==> src/verilog/xaui_reg_pkg.sv <==
package xaui_reg_pkg;

  // register indices, taken from wb_adr_i[5:1]
  localparam logic [4:0] REG_TXDATA3    = 5'd0;
  localparam logic [4:0] REG_TXDATA2    = 5'd1;
  localparam logic [4:0] REG_TXDATA1    = 5'd2;
  localparam logic [4:0] REG_TXDATA0    = 5'd3;
  localparam logic [4:0] REG_TXADVANCE  = 5'd4;
  localparam logic [4:0] REG_TXSTATUS   = 5'd5;
  localparam logic [4:0] REG_RXDATA3    = 5'd6;
  localparam logic [4:0] REG_RXDATA2    = 5'd7;
  localparam logic [4:0] REG_RXDATA1    = 5'd8;
  localparam logic [4:0] REG_RXDATA0    = 5'd9;
  localparam logic [4:0] REG_RXADVANCE  = 5'd10;
  localparam logic [4:0] REG_RXSTATUS   = 5'd11;
  localparam logic [4:0] REG_LINKSTATUS = 5'd12;
  localparam logic [4:0] REG_POWERDOWN  = 5'd13;
  localparam logic [4:0] REG_LOOPBACK   = 5'd14;
  localparam logic [4:0] REG_TXEN       = 5'd15;
  localparam logic [4:0] REG_RESET      = 5'd16;
  localparam logic [4:0] REG_RXPHYCONF  = 5'd17;
  localparam logic [4:0] REG_TXPHYCONF  = 5'd18;
  localparam logic [4:0] REG_ERRCNT3    = 5'd19;
  localparam logic [4:0] REG_ERRCNT2    = 5'd20;
  localparam logic [4:0] REG_ERRCNT1    = 5'd21;
  localparam logic [4:0] REG_ERRCNT0    = 5'd22;
  localparam logic [4:0] REG_DATACNT3   = 5'd23;
  localparam logic [4:0] REG_DATACNT2   = 5'd24;
  localparam logic [4:0] REG_DATACNT1   = 5'd25;
  localparam logic [4:0] REG_DATACNT0   = 5'd26;

  // control bit values after reset
  localparam bit DEF_POWERDOWN = 1'b0;
  localparam bit DEF_LOOPBACK  = 1'b0;
  localparam bit DEF_TXEN      = 1'b1;

  typedef struct packed {
    logic [3:0] pad_hi;
    logic [3:0] eq_pole;  // bits 11:8
    logic [5:0] pad_lo;
    logic [1:0] eq_mix;   // bits 1:0
  } phy_rx_view_t;

  typedef struct packed {
    logic [4:0] pad_hi;
    logic [2:0] diff_ctrl;    // bits 10:8
    logic [4:0] pad_lo;
    logic [2:0] preemphasis;  // bits 2:0
  } phy_tx_view_t;

  // one halfword, read as receive or transmit settings depending on the register
  typedef union packed {
    phy_rx_view_t rx;
    phy_tx_view_t tx;
  } phy_conf_word_t;

endpackage

==> src/verilog/xaui_fifo_pkg.sv <==
package xaui_fifo_pkg;

  // width of one transmit or receive word
  localparam int WORD_W = 64;

  // status word layout
  localparam int STAT_W           = 4;
  localparam int STAT_EMPTY       = 0;
  localparam int STAT_FULL        = 1;
  localparam int STAT_ALMOST_FULL = 2;  // one free slot or less
  localparam int STAT_OVERFLOW    = 3;  // sticky until reset or clear

endpackage

==> src/verilog/xaui_sync_fifo.sv <==
module xaui_sync_fifo #(
  parameter int FIFO_AW = 2
) (
  input  logic                              wb_clk_i,
  input  logic                              reset,
  input  logic                              clear_i,
  input  logic                              push_i,
  input  logic [xaui_fifo_pkg::WORD_W-1:0]  data_i,
  input  logic                              pop_i,
  output logic [xaui_fifo_pkg::WORD_W-1:0]  data_o,
  output logic [xaui_fifo_pkg::STAT_W-1:0]  status_o
);

  localparam logic [FIFO_AW:0] DEPTH = (FIFO_AW+1)'(2**FIFO_AW);

  logic [xaui_fifo_pkg::WORD_W-1:0] mem [2**FIFO_AW];
  logic [FIFO_AW-1:0] wr_ptr;
  logic [FIFO_AW-1:0] rd_ptr;
  logic [FIFO_AW:0]   count;
  logic               overflow;
  logic               empty;
  logic               full;
  logic               do_push;
  logic               do_pop;

  assign empty = (count == '0);
  assign full  = (count == DEPTH);

  // a push into a full fifo is lost, a pop of an empty one does nothing
  assign do_push = push_i & ~full;
  assign do_pop  = pop_i & ~empty;

  always_ff @(posedge wb_clk_i) begin
    if (do_push) begin
      mem[wr_ptr] <= data_i;
    end
  end

  always_ff @(posedge wb_clk_i) begin
    if (reset) begin
      wr_ptr   <= '0;
      rd_ptr   <= '0;
      count    <= '0;
      overflow <= 1'b0;
    end else begin
      if (do_push) begin
        wr_ptr <= wr_ptr + 1'b1;
      end
      if (do_pop) begin
        rd_ptr <= rd_ptr + 1'b1;
      end
      if (do_push & ~do_pop) begin
        count <= count + 1'b1;
      end else if (do_pop & ~do_push) begin
        count <= count - 1'b1;
      end

      if (clear_i) begin
        overflow <= 1'b0;
      end else if (push_i & full) begin
        overflow <= 1'b1;
      end
    end
  end

  assign data_o = mem[rd_ptr];  // head word falls through

  always_comb begin
    status_o = '0;
    status_o[xaui_fifo_pkg::STAT_EMPTY]       = empty;
    status_o[xaui_fifo_pkg::STAT_FULL]        = full;
    status_o[xaui_fifo_pkg::STAT_ALMOST_FULL] = (count >= DEPTH - 1'b1);
    status_o[xaui_fifo_pkg::STAT_OVERFLOW]    = overflow;
  end

endmodule

==> src/verilog/xaui_link_counters.sv <==
module xaui_link_counters (
  input  logic        wb_clk_i,
  input  logic        reset,
  input  logic        clear_i,
  input  logic        word_i,
  input  logic        err_i,
  output logic [63:0] data_count_o,
  output logic [63:0] error_count_o
);

  // slot 0 counts received words, slot 1 counts errors
  logic [63:0] count [2];
  logic [1:0]  event_pulse;

  assign event_pulse = {err_i, word_i};

  always_ff @(posedge wb_clk_i) begin
    for (int i = 0; i < 2; i++) begin
      if (reset | clear_i) begin
        count[i] <= '0;
      end else if (event_pulse[i]) begin
        count[i] <= count[i] + 64'd1;  // wraps at 2^64
      end
    end
  end

  assign data_count_o  = count[0];
  assign error_count_o = count[1];

endmodule

==> src/verilog/xaui_wb_attach.sv <==
module xaui_wb_attach #(
  parameter bit DEFAULT_POWERDOWN = 1'b0,
  parameter bit DEFAULT_LOOPBACK  = 1'b0,
  parameter bit DEFAULT_TXEN      = 1'b1
) (
  input  logic        wb_clk_i,
  input  logic        reset,
  input  logic        wb_cyc_i,
  input  logic        wb_stb_i,
  input  logic        wb_we_i,
  input  logic [1:0]  wb_sel_i,
  input  logic [31:0] wb_adr_i,
  input  logic [15:0] wb_dat_i,
  output logic [15:0] wb_dat_o,
  output logic        wb_ack_o,

  output logic        user_loopback_o,
  output logic        user_powerdown_o,
  output logic        user_txen_o,
  output logic        user_xaui_reset_strb_o,

  output logic [1:0]  mgt_rxeqmix_o,
  output logic [3:0]  mgt_rxeqpole_o,
  output logic [2:0]  mgt_txpreemphasis_o,
  output logic [2:0]  mgt_txdiffctrl_o,

  output logic                             tx_fifo_wr_en_o,
  output logic [xaui_fifo_pkg::WORD_W-1:0] tx_fifo_data_o,
  input  logic [xaui_fifo_pkg::STAT_W-1:0] tx_fifo_status_i,

  output logic                             rx_fifo_rd_en_o,
  input  logic [xaui_fifo_pkg::WORD_W-1:0] rx_fifo_data_i,
  input  logic [xaui_fifo_pkg::STAT_W-1:0] rx_fifo_status_i,

  input  logic [7:0]  xaui_status_i,
  input  logic [63:0] error_count_i,
  input  logic [63:0] data_count_i
);

  logic [4:0] reg_idx;
  logic [4:0] wb_dat_o_src;   // index latched at the request, used during ack
  logic       req;
  logic [1:0] tx_hw;          // halfword of the staging word, 0 is least significant

  xaui_reg_pkg::phy_conf_word_t phy_wr;
  xaui_reg_pkg::phy_conf_word_t rx_conf_rd;
  xaui_reg_pkg::phy_conf_word_t tx_conf_rd;

  assign reg_idx = wb_adr_i[5:1];
  assign req     = wb_cyc_i & wb_stb_i & ~wb_ack_o;
  assign tx_hw   = 2'd3 - reg_idx[1:0];
  assign phy_wr  = wb_dat_i;

  always_ff @(posedge wb_clk_i) begin
    // strobes last a single cycle
    wb_ack_o               <= 1'b0;
    user_xaui_reset_strb_o <= 1'b0;
    tx_fifo_wr_en_o        <= 1'b0;
    rx_fifo_rd_en_o        <= 1'b0;

    if (reset) begin
      user_powerdown_o    <= DEFAULT_POWERDOWN;
      user_loopback_o     <= DEFAULT_LOOPBACK;
      user_txen_o         <= DEFAULT_TXEN;
      mgt_rxeqmix_o       <= '0;
      mgt_rxeqpole_o      <= '0;
      mgt_txpreemphasis_o <= '0;
      mgt_txdiffctrl_o    <= '0;
      tx_fifo_data_o      <= '0;
      wb_dat_o_src        <= '0;
    end else if (req) begin
      wb_ack_o     <= 1'b1;
      wb_dat_o_src <= reg_idx;

      if (wb_we_i) begin
        case (reg_idx)
          xaui_reg_pkg::REG_TXDATA3, xaui_reg_pkg::REG_TXDATA2,
          xaui_reg_pkg::REG_TXDATA1, xaui_reg_pkg::REG_TXDATA0: begin
            // each byte lane is staged separately
            if (wb_sel_i[1]) begin
              tx_fifo_data_o[{tx_hw, 4'd8} +: 8] <= wb_dat_i[15:8];
            end
            if (wb_sel_i[0]) begin
              tx_fifo_data_o[{tx_hw, 4'd0} +: 8] <= wb_dat_i[7:0];
            end
          end
          xaui_reg_pkg::REG_TXADVANCE: begin
            if (wb_sel_i[0] & wb_dat_i[0]) tx_fifo_wr_en_o <= 1'b1;
          end
          xaui_reg_pkg::REG_RXADVANCE: begin
            if (wb_sel_i[0] & wb_dat_i[0]) rx_fifo_rd_en_o <= 1'b1;
          end
          xaui_reg_pkg::REG_POWERDOWN: begin
            if (wb_sel_i[0]) user_powerdown_o <= wb_dat_i[0];
          end
          xaui_reg_pkg::REG_LOOPBACK: begin
            if (wb_sel_i[0]) user_loopback_o <= wb_dat_i[0];
          end
          xaui_reg_pkg::REG_TXEN: begin
            if (wb_sel_i[0]) user_txen_o <= wb_dat_i[0];
          end
          xaui_reg_pkg::REG_RESET: begin
            if (wb_sel_i[0] & wb_dat_i[0]) user_xaui_reset_strb_o <= 1'b1;
          end
          xaui_reg_pkg::REG_RXPHYCONF: begin
            if (wb_sel_i[0]) mgt_rxeqmix_o <= phy_wr.rx.eq_mix;
            if (wb_sel_i[1]) mgt_rxeqpole_o <= phy_wr.rx.eq_pole;
          end
          xaui_reg_pkg::REG_TXPHYCONF: begin
            if (wb_sel_i[0]) mgt_txpreemphasis_o <= phy_wr.tx.preemphasis;
            if (wb_sel_i[1]) mgt_txdiffctrl_o <= phy_wr.tx.diff_ctrl;
          end
          default: begin
          end
        endcase
      end
    end
  end

  // phy settings packed back into their halfword layout for reads
  always_comb begin
    rx_conf_rd.rx = '{pad_hi: 4'h0, eq_pole: mgt_rxeqpole_o, pad_lo: 6'h0,
                      eq_mix: mgt_rxeqmix_o};
  end

  always_comb begin
    tx_conf_rd.tx = '{pad_hi: 5'h0, diff_ctrl: mgt_txdiffctrl_o, pad_lo: 5'h0,
                      preemphasis: mgt_txpreemphasis_o};
  end

  always_comb begin
    case (wb_dat_o_src)
      xaui_reg_pkg::REG_TXDATA3:    wb_dat_o = tx_fifo_data_o[63:48];
      xaui_reg_pkg::REG_TXDATA2:    wb_dat_o = tx_fifo_data_o[47:32];
      xaui_reg_pkg::REG_TXDATA1:    wb_dat_o = tx_fifo_data_o[31:16];
      xaui_reg_pkg::REG_TXDATA0:    wb_dat_o = tx_fifo_data_o[15:0];
      xaui_reg_pkg::REG_TXSTATUS:   wb_dat_o = 16'(tx_fifo_status_i);
      xaui_reg_pkg::REG_RXDATA3:    wb_dat_o = rx_fifo_data_i[63:48];
      xaui_reg_pkg::REG_RXDATA2:    wb_dat_o = rx_fifo_data_i[47:32];
      xaui_reg_pkg::REG_RXDATA1:    wb_dat_o = rx_fifo_data_i[31:16];
      xaui_reg_pkg::REG_RXDATA0:    wb_dat_o = rx_fifo_data_i[15:0];
      xaui_reg_pkg::REG_RXSTATUS:   wb_dat_o = 16'(rx_fifo_status_i);
      xaui_reg_pkg::REG_LINKSTATUS: wb_dat_o = 16'(xaui_status_i);
      xaui_reg_pkg::REG_POWERDOWN:  wb_dat_o = 16'(user_powerdown_o);
      xaui_reg_pkg::REG_LOOPBACK:   wb_dat_o = 16'(user_loopback_o);
      xaui_reg_pkg::REG_TXEN:       wb_dat_o = 16'(user_txen_o);
      xaui_reg_pkg::REG_RXPHYCONF:  wb_dat_o = rx_conf_rd;
      xaui_reg_pkg::REG_TXPHYCONF:  wb_dat_o = tx_conf_rd;
      xaui_reg_pkg::REG_ERRCNT3:    wb_dat_o = error_count_i[63:48];
      xaui_reg_pkg::REG_ERRCNT2:    wb_dat_o = error_count_i[47:32];
      xaui_reg_pkg::REG_ERRCNT1:    wb_dat_o = error_count_i[31:16];
      xaui_reg_pkg::REG_ERRCNT0:    wb_dat_o = error_count_i[15:0];
      xaui_reg_pkg::REG_DATACNT3:   wb_dat_o = data_count_i[63:48];
      xaui_reg_pkg::REG_DATACNT2:   wb_dat_o = data_count_i[47:32];
      xaui_reg_pkg::REG_DATACNT1:   wb_dat_o = data_count_i[31:16];
      xaui_reg_pkg::REG_DATACNT0:   wb_dat_o = data_count_i[15:0];
      default:                      wb_dat_o = 16'h0000;  // strobes and unmapped
    endcase
  end

endmodule

==> src/verilog/xaui_wb_subsys.sv <==
module xaui_wb_subsys #(
  parameter bit DEFAULT_POWERDOWN = xaui_reg_pkg::DEF_POWERDOWN,
  parameter bit DEFAULT_LOOPBACK  = xaui_reg_pkg::DEF_LOOPBACK,
  parameter bit DEFAULT_TXEN      = xaui_reg_pkg::DEF_TXEN,
  parameter int FIFO_AW           = 2
) (
  input  logic        wb_clk_i,
  input  logic        reset,
  input  logic        wb_cyc_i,
  input  logic        wb_stb_i,
  input  logic        wb_we_i,
  input  logic [1:0]  wb_sel_i,
  input  logic [31:0] wb_adr_i,
  input  logic [15:0] wb_dat_i,
  output logic [15:0] wb_dat_o,
  output logic        wb_ack_o,

  output logic        user_loopback_o,
  output logic        user_powerdown_o,
  output logic        user_txen_o,
  output logic        user_xaui_reset_strb_o,
  output logic [1:0]  mgt_rxeqmix_o,
  output logic [3:0]  mgt_rxeqpole_o,
  output logic [2:0]  mgt_txpreemphasis_o,
  output logic [2:0]  mgt_txdiffctrl_o,

  output logic [63:0] tx_word_o,
  output logic        tx_valid_o,
  input  logic        tx_pop_i,
  input  logic [63:0] rx_word_i,
  input  logic        rx_push_i,
  input  logic        rx_err_i,
  input  logic [7:0]  xaui_status_i
);

  logic                             tx_fifo_wr_en;
  logic [xaui_fifo_pkg::WORD_W-1:0] tx_fifo_data;
  logic [xaui_fifo_pkg::STAT_W-1:0] tx_fifo_status;
  logic                             tx_fifo_empty;
  logic                             rx_fifo_rd_en;
  logic [xaui_fifo_pkg::WORD_W-1:0] rx_fifo_data;
  logic [xaui_fifo_pkg::STAT_W-1:0] rx_fifo_status;
  logic [63:0]                      error_count;
  logic [63:0]                      data_count;

  assign tx_fifo_empty = tx_fifo_status[xaui_fifo_pkg::STAT_EMPTY];
  assign tx_valid_o    = ~tx_fifo_empty;

  xaui_wb_attach #(
    .DEFAULT_POWERDOWN (DEFAULT_POWERDOWN),
    .DEFAULT_LOOPBACK  (DEFAULT_LOOPBACK),
    .DEFAULT_TXEN      (DEFAULT_TXEN)
  ) attach (
    .wb_clk_i, .reset, .wb_cyc_i, .wb_stb_i, .wb_we_i, .wb_sel_i,
    .wb_adr_i, .wb_dat_i, .wb_dat_o, .wb_ack_o,
    .user_loopback_o, .user_powerdown_o, .user_txen_o, .user_xaui_reset_strb_o,
    .mgt_rxeqmix_o, .mgt_rxeqpole_o, .mgt_txpreemphasis_o, .mgt_txdiffctrl_o,
    .tx_fifo_wr_en_o  (tx_fifo_wr_en),
    .tx_fifo_data_o   (tx_fifo_data),
    .tx_fifo_status_i (tx_fifo_status),
    .rx_fifo_rd_en_o  (rx_fifo_rd_en),
    .rx_fifo_data_i   (rx_fifo_data),
    .rx_fifo_status_i (rx_fifo_status),
    .xaui_status_i,
    .error_count_i    (error_count),
    .data_count_i     (data_count)
  );

  // host side pushes, link side pops
  xaui_sync_fifo #(.FIFO_AW(FIFO_AW)) tx_fifo (
    .wb_clk_i, .reset,
    .clear_i  (user_xaui_reset_strb_o),
    .push_i   (tx_fifo_wr_en),
    .data_i   (tx_fifo_data),
    .pop_i    (tx_pop_i),
    .data_o   (tx_word_o),
    .status_o (tx_fifo_status)
  );

  xaui_sync_fifo #(.FIFO_AW(FIFO_AW)) rx_fifo (
    .wb_clk_i, .reset,
    .clear_i  (user_xaui_reset_strb_o),
    .push_i   (rx_push_i),
    .data_i   (rx_word_i),
    .pop_i    (rx_fifo_rd_en),
    .data_o   (rx_fifo_data),
    .status_o (rx_fifo_status)
  );

  xaui_link_counters counters (
    .wb_clk_i, .reset,
    .clear_i       (user_xaui_reset_strb_o),
    .word_i        (rx_push_i),
    .err_i         (rx_err_i),
    .data_count_o  (data_count),
    .error_count_o (error_count)
  );

endmodule

==> config.mk <==
export PLATFORM = sky130hd
export DESIGN_NAME = xaui_wb_subsys
export DESIGN_NICKNAME = d
export VERILOG_FILES = /design/src/verilog/xaui_reg_pkg.sv /design/src/verilog/xaui_fifo_pkg.sv /design/src/verilog/xaui_sync_fifo.sv /design/src/verilog/xaui_link_counters.sv /design/src/verilog/xaui_wb_attach.sv /design/src/verilog/xaui_wb_subsys.sv
export SDC_FILE = /design/constraint.sdc
export NUM_CORES = 1
export LEC_CHECK = 0
export CAP_MARGIN = 0
export CELL_PAD_IN_SITES_DETAIL_PLACEMENT = 0
export CELL_PAD_IN_SITES_GLOBAL_PLACEMENT = 2
export CORE_MARGIN = 2
export CORE_UTILIZATION = 35
export DETAILED_ROUTE_END_ITERATION = 10
export DONT_BUFFER_PORTS = 1
export GPL_TIMING_DRIVEN = 0
export HOLD_SLACK_MARGIN = 0.08
export PLACE_DENSITY_LB_ADDON = 0.1
export REMOVE_ABC_BUFFERS = 1
export SYNTH_ARGS = -nofsm -noshare
export SYNTH_HDL_FRONTEND = slang
export SYNTH_SLANG_ARGS = --single-unit
==> constraint.sdc <==
create_clock -name wb_clk_i -period 3.1 [get_ports wb_clk_i]
set_input_delay 0 -clock wb_clk_i [delete_from_list [all_inputs] [get_ports wb_clk_i]]
set_output_delay 0 -clock wb_clk_i [all_outputs]
set_load 0.02 [all_outputs]
==> flow_summary_export.csv, run 1 <==
group,metric,value,unit
worst_setup_path,r2r_start,"counters.count[0][0]",
floorplan,initial_core_util,35.4,%
synth,synth_edf_count,640,
worst_setup_path,setup.worst_path.class,"flop to output pin",
synth,synthArstFlopShare,0,%
global_route,grt_max_degree,108,
route,first_iter_violations,1631,
place,place_area,33400,um^2
timing,worstMarginPinSlew,1.02,ns
cts,cts.sinks,748,
global_route,grt_pass1_vias,20400,
min_path,hold_path_depth,1,
job,cap_violations,0,
place,pre_cts_ws,-0.917,ns
floorplan,die_width,306,um
worst_setup_path,crit_path_top_delay_cell,"or3_4",
timing,setup_slack,0.0706,ns
route,wl_met2,48300,um
worst_setup_path,critPathMaxStageDelay,0.47,ns
worst_setup_path,required,3.10,ns
worst_setup_path,rr_worst_depth,7,
cts,cts_tree,"done",
cells_and_area,finish.utilization,42.9,%
timing,setup_tns,0,ns
worst_setup_path,cp.depth,6,
timing,fin_crit,3.03,ns
synth,yosys_warnings,0,
timing,fmax,330,MHz
synth,synth_top_area_cell,"edfxtp_1",
timing,whs,0.168,ns
global_route,overflow,0,
route,wl,98900,um
worst_setup_path,crit_path_cell_trace,"and3b_4 > and2_1 > buf_16 > a2111oi_4 > nand3_1 > or3_4",
synth,synth_area,31800,um^2
synth,yosysMostFrequentCell,"edfxtp_1",
synth,synth_seq_cells,748,
place,gp_congestion,0.824,
cts,cts_max_path_buffers,3,
timing,clock_skew,0.0330,ns
route,m1WireLength,43300,um
worst_setup_path,timing.critical_path.buf_inv,1,
floorplan,coreArea,90000,um^2
cts,cts_htree_levels,3,
floorplan,pin_count,228,
cts,root_buffer,"clkbuf_16",
synth,syn-instance-count,2167,
synth,synth_area_leaders,"edfxtp_1 (60%), mux4_2 (9.1%), dfxtp_1 (6.8%), a21oi_1 (2.0%), nand3_1 (2.0%)",
timing,grt_setup_unrepaired,"yes",
route,drtAntennaViolNets,0,
cells_and_area,fill_cells,8192,
cells_and_area,drive_above_1_share,15.9,%
synth,ys_types,66,
route,drtPass1Iterations,6,
timing,fin_crit_sh,97.7,%
pwr,ir_drop,0.000433,V
global_route,grt_use_total,21.0,%
floorplan,std_cell_rows,110,
synth,syn_avg_cell_area,14.7,um^2
cells_and_area,nets,2502,
floorplan,die_area,93400,um^2
worst_setup_path,worstPathArrival,3.03,ns
route,topRoutingLayerUsed,"met5",
timing,finalHoldViolations,0,
timing,slew_violations,0,
place,hpwlAfterDp,66700,um
global_route,antenna_found_initial,7,
global_route,grt_pass1_wl,144000,um
pwr,power_leakage,12.7,nW
timing,slew_headroom,31.3,%
timing,setup_viol_count_final,0,
worst_setup_path,critPathTopFamily,"simple AND/OR/NAND/NOR gates",
synth,synthTopCellsByCount,"edfxtp_1 (640), nand2_1 (152), nor2_1 (134)",
worst_setup_path,path_max_fanout,13,
synth,ys_seq_area_share,67.2,%
route,wl_per_cell,27.4,um
cts,insertion_delay,0.66,ns
min_path,min_from,"rx_word_i[44]",
route,wl_met3,4690,um
worst_setup_path,end_kind,"output pin",
place,portBuffers,0,
min_path,hp-class,"input port to flop",
cells_and_area,area_growth,21.3,%
cells_and_area,final_area,38600,um^2
worst_setup_path,start_kind,"flop",
route,drcViolationCount,0,
worst_setup_path,cp-startpoint,"attach.wb_dat_o_src[1]",
cts,path_clk_slew,0.06,ns
synth,netlist.area_leader.share,60.4,%
floorplan,fp.dieH,306,um
pwr,power.density,619,nW/um^2
route,vias,20000,
route,via_per_inst,5.56,
cts,cts_made_buffers,84,
outcome,outcome,"completed",
synth,synth_ff_type,"edfxtp_1",
[worst reg2reg max path: stages (launching register included)]
cell,delay (ns)
edfxtp_1,0.45
ha_1,0.25
nand4_1,0.32
nor3_2,0.45
buf_6,0.24
nand2_2,0.31
or4_1,0.57
a21oi_1,0.17
[worst paths after layout]
check                                             end  slack [ns]
worst max-delay path                      wb_dat_o[8]        0.07
worst min-delay path               rx_fifo.mem[3][44]        0.17
worst max register to register  counters.count[0][42]        0.17
worst min register to register      tx_fifo.rd_ptr[1]        0.53
[cell families after synthesis]
| family | after synthesis | synth area share [%] |
|---|---|---|
| AOI/OAI and AO/OA | 307 | 6.30 |
| xor gates and xnor gates | 75 | 2.06 |
| adders and majority gates | 19 | 0.794 |
| buffers and inverters | 145 | 1.78 |
| DFF | 748 | 67.2 |
| muxes | 153 | 9.85 |
| and+or+nand+nor | 720 | 12.0 |
[flip-flops by register name, indices dropped and copies added, names as in the netlist, 3 cells and up, named ones only]
register                    count
attach.mgt_rxeqpole_o           4
attach.mgt_txdiffctrl_o         3
attach.mgt_txpreemphasis_o      3
attach.tx_fifo_data_o          64
attach.wb_dat_o_src             5
counters.count                128
rx_fifo.count                   3
rx_fifo.mem                   256
tx_fifo.count                   3
tx_fifo.mem                   256
[power by group]
group / switching, mW / leakage [nW] / internal, mW
clock network: 4.21 / 1.40 / 6.19
logic: 1.02 / 4.02 / 0.758
registers: 0.405 / 7.32 / 11.3
total: 5.63 / 12.7 / 18.3
[stage by stage]
stage	total power, mW	std cells
floorplan	12.9	2051
global placement	13.4	3227
detailed placement	13.5	3247
CTS	24.2	3597
global route	24.8	3601
finish	23.9	3602
[layout by cell type, fill, tap and decap left out, types with 11 or more instances in the layout]
master           n
clkbuf_1        17
and2_4          14
dlygate4sd3_1  175
nand2_1        149
a21oi_1        129
dfxtp_1         99
buf_4           15
and2_1          18
inv_1           29
clkinv_2        11
xor2_1          48
and3_1          38
ha_1            17
buf_16          17
o21ai_0         29
a22oi_1         54
mux4_2         128
clkinv_1        12
a22o_1          15
nand4_1         78
nor3_1          18
bufinv_16       12
or4_1           24
nor4_1          13
clkbuf_16       86
xnor2_1         27
or3_1           30
a222oi_1        12
edfxtp_1       640
mux2i_1         24
nand3_1        126
nor2_1         133
o31ai_1         21
[cell type report]
class	count	area [um^2]	area share, %
repair buffers	216	2510	6.51
flip-flops and latches	748	21400	55.5
clock inverters	50	628	1.63
inverters	29	109	0.282
clock buffers	107	2250	5.83
diodes	2	5.00	0.0130
multi-input cells	1274	10200	26.5
well taps	1176	1470	3.81
[layer usage]
layer  vias to the layer above  track usage [%]
li1                       8995                -
met1                     10400             28.6
met2                       515             34.9
met3                       132             3.26
met4                         6             6.00
met5                         -                0
[timing repair]
| action | 4_1_cts | 5_1_grt |
|---|---|---|
| setup endpoints to repair | 37 | 32 |
| resized for setup | 70 | 15 |
| buffers inserted | 16 | 1 |
| hold endpoints to repair | 648 | 0 |
| hold buffers | 176 | 0 |
| cloned | 1 | 2 |
| pin swaps | 8 | 4 |
No activity file was read; power rests on OpenSTA's default activity.
==> run 2: changes to the inputs <==
--- a/config.mk
+++ b/config.mk
@@ -8,13 +8,13 @@
 export CAP_MARGIN = 0
 export CELL_PAD_IN_SITES_DETAIL_PLACEMENT = 0
 export CELL_PAD_IN_SITES_GLOBAL_PLACEMENT = 2
-export CORE_MARGIN = 2
+export CORE_MARGIN = 8
 export CORE_UTILIZATION = 35
 export DETAILED_ROUTE_END_ITERATION = 10
 export DONT_BUFFER_PORTS = 1
 export GPL_TIMING_DRIVEN = 0
 export HOLD_SLACK_MARGIN = 0.08
-export PLACE_DENSITY_LB_ADDON = 0.1
+export PLACE_DENSITY_LB_ADDON = 0.3
 export REMOVE_ABC_BUFFERS = 1
 export SYNTH_ARGS = -nofsm -noshare
 export SYNTH_HDL_FRONTEND = slang
==> constraint.sdc (replaced) <==
create_clock -name wb_clk_i -period 3.3 [get_ports wb_clk_i]
set_input_delay 0 -clock wb_clk_i [delete_from_list [all_inputs] [get_ports wb_clk_i]]
set_output_delay 0 -clock wb_clk_i [all_outputs]
set_load 0.02 [all_outputs]
==> flow_summary_export.csv, run 2 (same netlist as run 1, synthesis figures left out) <==
group,metric,value,unit
timing,setup_viol_count_final,0,
global_route,overflow,0,
route,first_iter_violations,2096,
worst_setup_path,rr_worst_depth,5,
worst_setup_path,setup.worst_path.class,"flop to output pin",
cells_and_area,drive_above_1_share,14.2,%
pwr,ir_drop,0.000421,V
timing,fmax,312,MHz
min_path,hp-class,"input port to flop",
worst_setup_path,r2r_slack,0.18,ns
floorplan,coreArea,90000,um^2
cells_and_area,area_growth,19.5,%
cells_and_area,fill_cells,8177,
cells_and_area,reg_top3,"rx_fifo.mem: 256 flops, tx_fifo.mem: 256 flops, counters.count: 128 flops",
global_route,grt_use_total,18.7,%
place,hpwlAfterDp,65900,um
cells_and_area,layout.cells.non_filler,3590,
worst_setup_path,worstPathArrival,3.21,ns
floorplan,die_area,101000,um^2
floorplan,initial_core_util,35.4,%
place,portBuffers,0,
timing,worstMarginPinSlew,1.04,ns
cts,cts_htree_levels,3,
pwr,power.density,568,nW/um^2
min_path,min_from,"rx_word_i[38]",
floorplan,die_width,318,um
global_route,grt_max_degree,108,
route,vias,20300,
worst_setup_path,cp.depth,5,
worst_setup_path,critPathTopFamily,"simple AND/OR/NAND/NOR gates",
min_path,holdPathEnd,"rx_fifo.mem[2][38]",
worst_setup_path,end_kind,"output pin",
cts,root_buffer,"clkbuf_16",
cells_and_area,layout_commonest_cell,"edfxtp_1",
global_route,grt_pass1_vias,20200,
cts,insertion_delay,0.65,ns
min_path,hold_path_depth,1,
route,drtPass1Iterations,7,
floorplan,pin_count,228,
route,wl,96900,um
job,cap_violations,0,
timing,finalHoldViolations,0,
place,place_area,33300,um^2
timing,slew_headroom,30.7,%
route,drcViolationCount,0,
outcome,outcome,"completed",
cts,cts_tree,"done",
worst_setup_path,timing.critical_path.buf_inv,0,
cells_and_area,final_area,38000,um^2
worst_setup_path,critPathMaxStageDelay,0.64,ns
timing,slew_violations,0,
cells_and_area,layout_common_cells,"edfxtp_1 (640), dlygate4sd3_1 (179), nand2_1 (149)",
cts,cts_made_buffers,82,
worst_setup_path,cp-startpoint,"attach.wb_dat_o_src[1]",
cts,path_clk_slew,0.06,ns
place,dp.cells,3246,
floorplan,fp.dieH,318,um
pwr,power_leakage,12.5,nW
timing,setup_slack,0.0932,ns
route,via_per_inst,5.65,
route,drtAntennaViolNets,0,
cells_and_area,nets,2493,
worst_setup_path,required,3.30,ns
cts,cts_max_path_buffers,3,
worst_setup_path,r2r_start,"counters.count[0][12]",
worst_setup_path,crit_path_top_delay_cell,"or4_4",
global_route,antenna_found_initial,9,
worst_setup_path,start_kind,"flop",
global_route,grt_pass1_wl,142000,um
pwr,finalPower,21.6,mW
floorplan,std_cell_rows,110,
timing,fin_crit_sh,97.2,%
timing,clock_skew,0.0182,ns
cts,cts.sinks,748,
worst_setup_path,r2r_end,"counters.count[0][44]",
place,pre_cts_ws,-0.568,ns
place,gp_congestion,0.858,
worst_setup_path,path_max_fanout,15,
timing,fin_crit,3.21,ns
route,wl_per_cell,27.0,um
worst_setup_path,crit_path_cell_trace,"and3b_2 > and2_4 > a2111oi_0 > nand3_1 > or4_4",
run 2: cell types whose count changed in the layout (fill, tap and decap cells not counted), sizes merged:
cell         change
clkinv          +10
buf              -9
clkbuf           -8
bufinv           -6
dlygate4sd3      +4
inv              -4
diode            +2
clkinvlp         -1
run 2: routing by layer:
metal	track usage (%)	vias up	routed length, um
met1	25.0	10500	41700
li1	-	8969	-
met4	4.03	2	1880
met2	31.1	698	46900
met5	0	-	13
met3	4.27	128	6440
run 2: worst max-delay path by stage:
stage	to	slack, ns
5_1_grt	wb_dat_o[2]	-0.001
4_1_cts	wb_dat_o[13]	0.01
3_5_place_dp	wb_dat_o[15]	-0.57
3_3_place_gp	wb_dat_o[9]	-2.73
2_1_floorplan	wb_dat_o[1]	-0.96
6_report	wb_dat_o[2]	0.09
run 2: layout make-up:
| cell class | instances | area, um^2 | share of cell area, % |
|---|---|---|---|
| clock inverters | 49 | 462 | 1.21 |
| diodes | 4 | 10.0 | 0.0263 |
| well taps | 1176 | 1470 | 3.87 |
| repair buffers | 209 | 2370 | 6.23 |
| clock buffers | 101 | 2140 | 5.64 |
| inverters | 29 | 109 | 0.286 |
| multi-input cells | 1274 | 10100 | 26.5 |
| flip-flops and latches | 748 | 21400 | 56.3 |
run 2: worst register-to-register path: stages (launching register included):
cell	delay (ns)
edfxtp_1	0.51
nand4_1	0.30
nor4_4	0.83
nand2_2	0.53
or4_1	0.63
a21oi_1	0.16
run 2: timing repair:
action | CTS | global route
cloned | 1 | 0
pin swaps | 2 | 1
hold buffers | 180 | 0
endpoints found under the hold margin | 644 | 0
buffers inserted | 9 | 0
endpoints found under the setup margin | 28 | 9
resized for setup | 47 | 5
run 2: power breakdown:
part           internal [mW]  leakage [nW]  switching, mW
Clock                   5.12          1.27           3.82
Sequential              10.6          7.31          0.372
Combinational          0.699          3.89          0.960
Total                   16.5          12.5           5.15
run 2: stage by stage:
step,hold WS (ns),TNS (ns),utilization [%]
5_1_grt,0.0924,-0.00116,42.2
2_1_floorplan,0.0691,-21.83,-
3_5_place_dp,0.0991,-3.79,37.0
6_report,0.0968,0,42.2
3_3_place_gp,0.0991,-570.93,36.5
4_1_cts,0.0831,0,42.2
==> run 3: changes to the inputs <==
--- a/config.mk
+++ b/config.mk
@@ -5,6 +5,7 @@
 export SDC_FILE = /design/constraint.sdc
 export NUM_CORES = 1
 export LEC_CHECK = 0
+export ABC_AREA = 1
 export CAP_MARGIN = 0
 export CELL_PAD_IN_SITES_DETAIL_PLACEMENT = 0
 export CELL_PAD_IN_SITES_GLOBAL_PLACEMENT = 2
==> flow_summary_export.csv, run 3 <==
group,metric,value,unit
pwr,power_leakage,13.6,nW
cells_and_area,layout_common_cells,"nand2_1 (860), nor2_1 (713), edfxtp_1 (640)",
place,portBuffers,0,
cts,cts.sinks,748,
floorplan,pin_count,228,
timing,fmax,313,MHz
synth,synth_ff_type,"edfxtp_1",
cts,cts_tree,"done",
route,vias,27100,
cells_and_area,layout_commonest_cell,"nand2_1",
worst_setup_path,worstPathArrival,3.20,ns
synth,ys_types,38,
pwr,power.density,556,nW/um^2
route,wl,115000,um
outcome,outcome,"completed",
min_path,hp-class,"input port to flop",
synth,netlist.area_leader.share,55.4,%
place,dp.cells,4882,
route,first_iter_violations,2164,
global_route,grt_pass1_vias,26400,
timing,slew_headroom,23.3,%
cts,cts_made_buffers,85,
worst_setup_path,path_max_fanout,12,
pwr,finalPower,23.4,mW
floorplan,coreArea,98300,um^2
floorplan,fp.dieH,331,um
synth,synth_top_area_cell,"edfxtp_1",
synth,synth_edf_count,640,
place,pre_cts_ws,-0.243,ns
route,drtAntennaViolNets,0,
synth,synthTopCellsByCount,"nand2_1 (864), nor2_1 (726), edfxtp_1 (640)",
cells_and_area,final_area,42000,um^2
synth,synth_area,34700,um^2
cells_and_area,area_growth,21.1,%
cells_and_area,layout.cells.non_filler,5307,
route,drcViolationCount,0,
global_route,grt_use_total,20.6,%
route,via_per_inst,5.11,
route,drtPass1Iterations,7,
floorplan,initial_core_util,35.3,%
timing,clock_skew,0.0466,ns
cts,path_clk_slew,0.06,ns
synth,syn_avg_cell_area,9.33,um^2
timing,fin_crit_sh,96.8,%
cts,root_buffer,"clkbuf_16",
worst_setup_path,end_kind,"output pin",
route,wl_per_cell,21.7,um
floorplan,die_width,331,um
timing,whs,0.117,ns
global_route,antenna_found_initial,11,
job,cap_violations,0,
floorplan,die_area,109000,um^2
timing,setup_slack,0.105,ns
timing,worstMarginPinSlew,1.15,ns
cells_and_area,reg_top3,"rx_fifo.mem: 256 flops, tx_fifo.mem: 256 flops, counters.count: 128 flops",
pwr,ir_drop,0.000448,V
synth,syn-instance-count,3716,
synth,yosys_warnings,0,
timing,grt_setup_unrepaired,"no",
synth,synthArstFlopShare,0,%
place,place_area,36300,um^2
global_route,grt_max_degree,91,
cts,cts_htree_levels,3,
worst_setup_path,start_kind,"flop",
timing,finalHoldViolations,0,
cells_and_area,nets,4087,
cells_and_area,drive_above_1_share,6.83,%
worst_setup_path,setup.worst_path.class,"flop to output pin",
global_route,grt_pass1_wl,170000,um
global_route,overflow,0,
synth,yosysMostFrequentCell,"nand2_1",
floorplan,std_cell_rows,115,
timing,slew_violations,0,
place,gp_congestion,0.888,
worst_setup_path,required,3.30,ns
timing,fin_crit,3.20,ns
synth,ys_seq_area_share,61.7,%
synth,synth_seq_cells,748,
synth,synth_area_leaders,"edfxtp_1 (55%), nand2_1 (9.4%), nor2_1 (7.9%), dfxtp_1 (6.2%), o21ai_0 (5.3%)",
place,hpwlAfterDp,78300,um
cts,cts_max_path_buffers,3,
timing,setup_viol_count_final,0,
cts,insertion_delay,0.66,ns
## run 3: cell types whose count changed after synthesis, sizes merged, moves of 38 or more
cell,change
or3,-38
and3,-45
a22oi,-56
inv,+165
o21ai,+357
nand2,+724
o22ai,+77
nor2,+641
a21oi,+67
mux4,-128
## run 3: area by class of cell
class	instances	area [um^2]
antenna	10	25.0
clock buffer	106	2260
clock inverter	53	691
fill	9615	56300
inverter	196	749
multi-input combinational	2622	12000
sequential	748	21400
tap	1287	1610
timing repair buffer	285	3280
## run 3: what timing repair did
action | CTS | global route
hold buffers | 246 | 0
pin swaps | 0 | 2
endpoints found under the hold margin | 431 | 0
resized for setup | 9 | 7
setup endpoints to repair | 67 | 6
buffers inserted | 4 | 6
## run 3: cells by family (layout without fill, tap and decap cells)
kind of cell / count (synthesis) / in the layout / share of synthesized area [%]
xor gates and xnor gates: 14 / 14 / 0.354
and+or+nand+nor: 1923 / 1923 / 23.1
AOI/OAI and AO/OA: 666 / 666 / 9.94
DFF: 748 / 748 / 61.7
other: 0 / 10 / 0
buffers and inverters: 346 / 640 / 4.14
adders and majority gates: 19 / 19 / 0.729
## run 3: final timing paths
path	slack [ns]	startpoint	cells past startpoint	endpoint
setup / recovery	0.10	attach.wb_dat_o_src[4]	7	wb_dat_o[14]
hold reg to reg	0.46	rx_fifo.rd_ptr[1]	2	flop
hold / removal	0.12	rx_word_i[38]	1	rx_fifo.mem[1][38]
setup reg to reg	0.22	attach.wb_ack_o	9	attach.tx_fifo_data_o[36]
## run 3: critical path, stage by stage, from the launching register on
cell and delay [ns]:
dfxtp_2 0.50, inv_2 0.17, nand2_1 0.26, nor2_2 0.19, nand2_1 0.09, nand4_1 0.30, nor2_1 0.61, nand3_1 0.40
## run 3: layer usage
metal	routed length (um)	global-route usage [%]	vias up
met5	7	0	-
met4	3410	6.78	2
met3	7930	4.28	160
met2	52200	32.9	755
met1	51400	28.0	13000
li1	-	-	13200
## run 3: per-stage QoR
step | util (%) | TNS [ns]
2_1_floorplan | - | -426.24
3_3_place_gp | 36.2 | -2265.36
3_5_place_dp | 37.0 | -12.37
4_1_cts | 42.6 | 0
5_1_grt | 42.7 | 0
6_report | 42.7 | 0
## run 3: where the power goes
group	total, mW	internal (mW)	switching, mW
combinational	2.54	0.702	1.84
sequential	10.9	10.5	0.360
clock	9.91	5.99	3.92
total	23.4	17.2	6.11
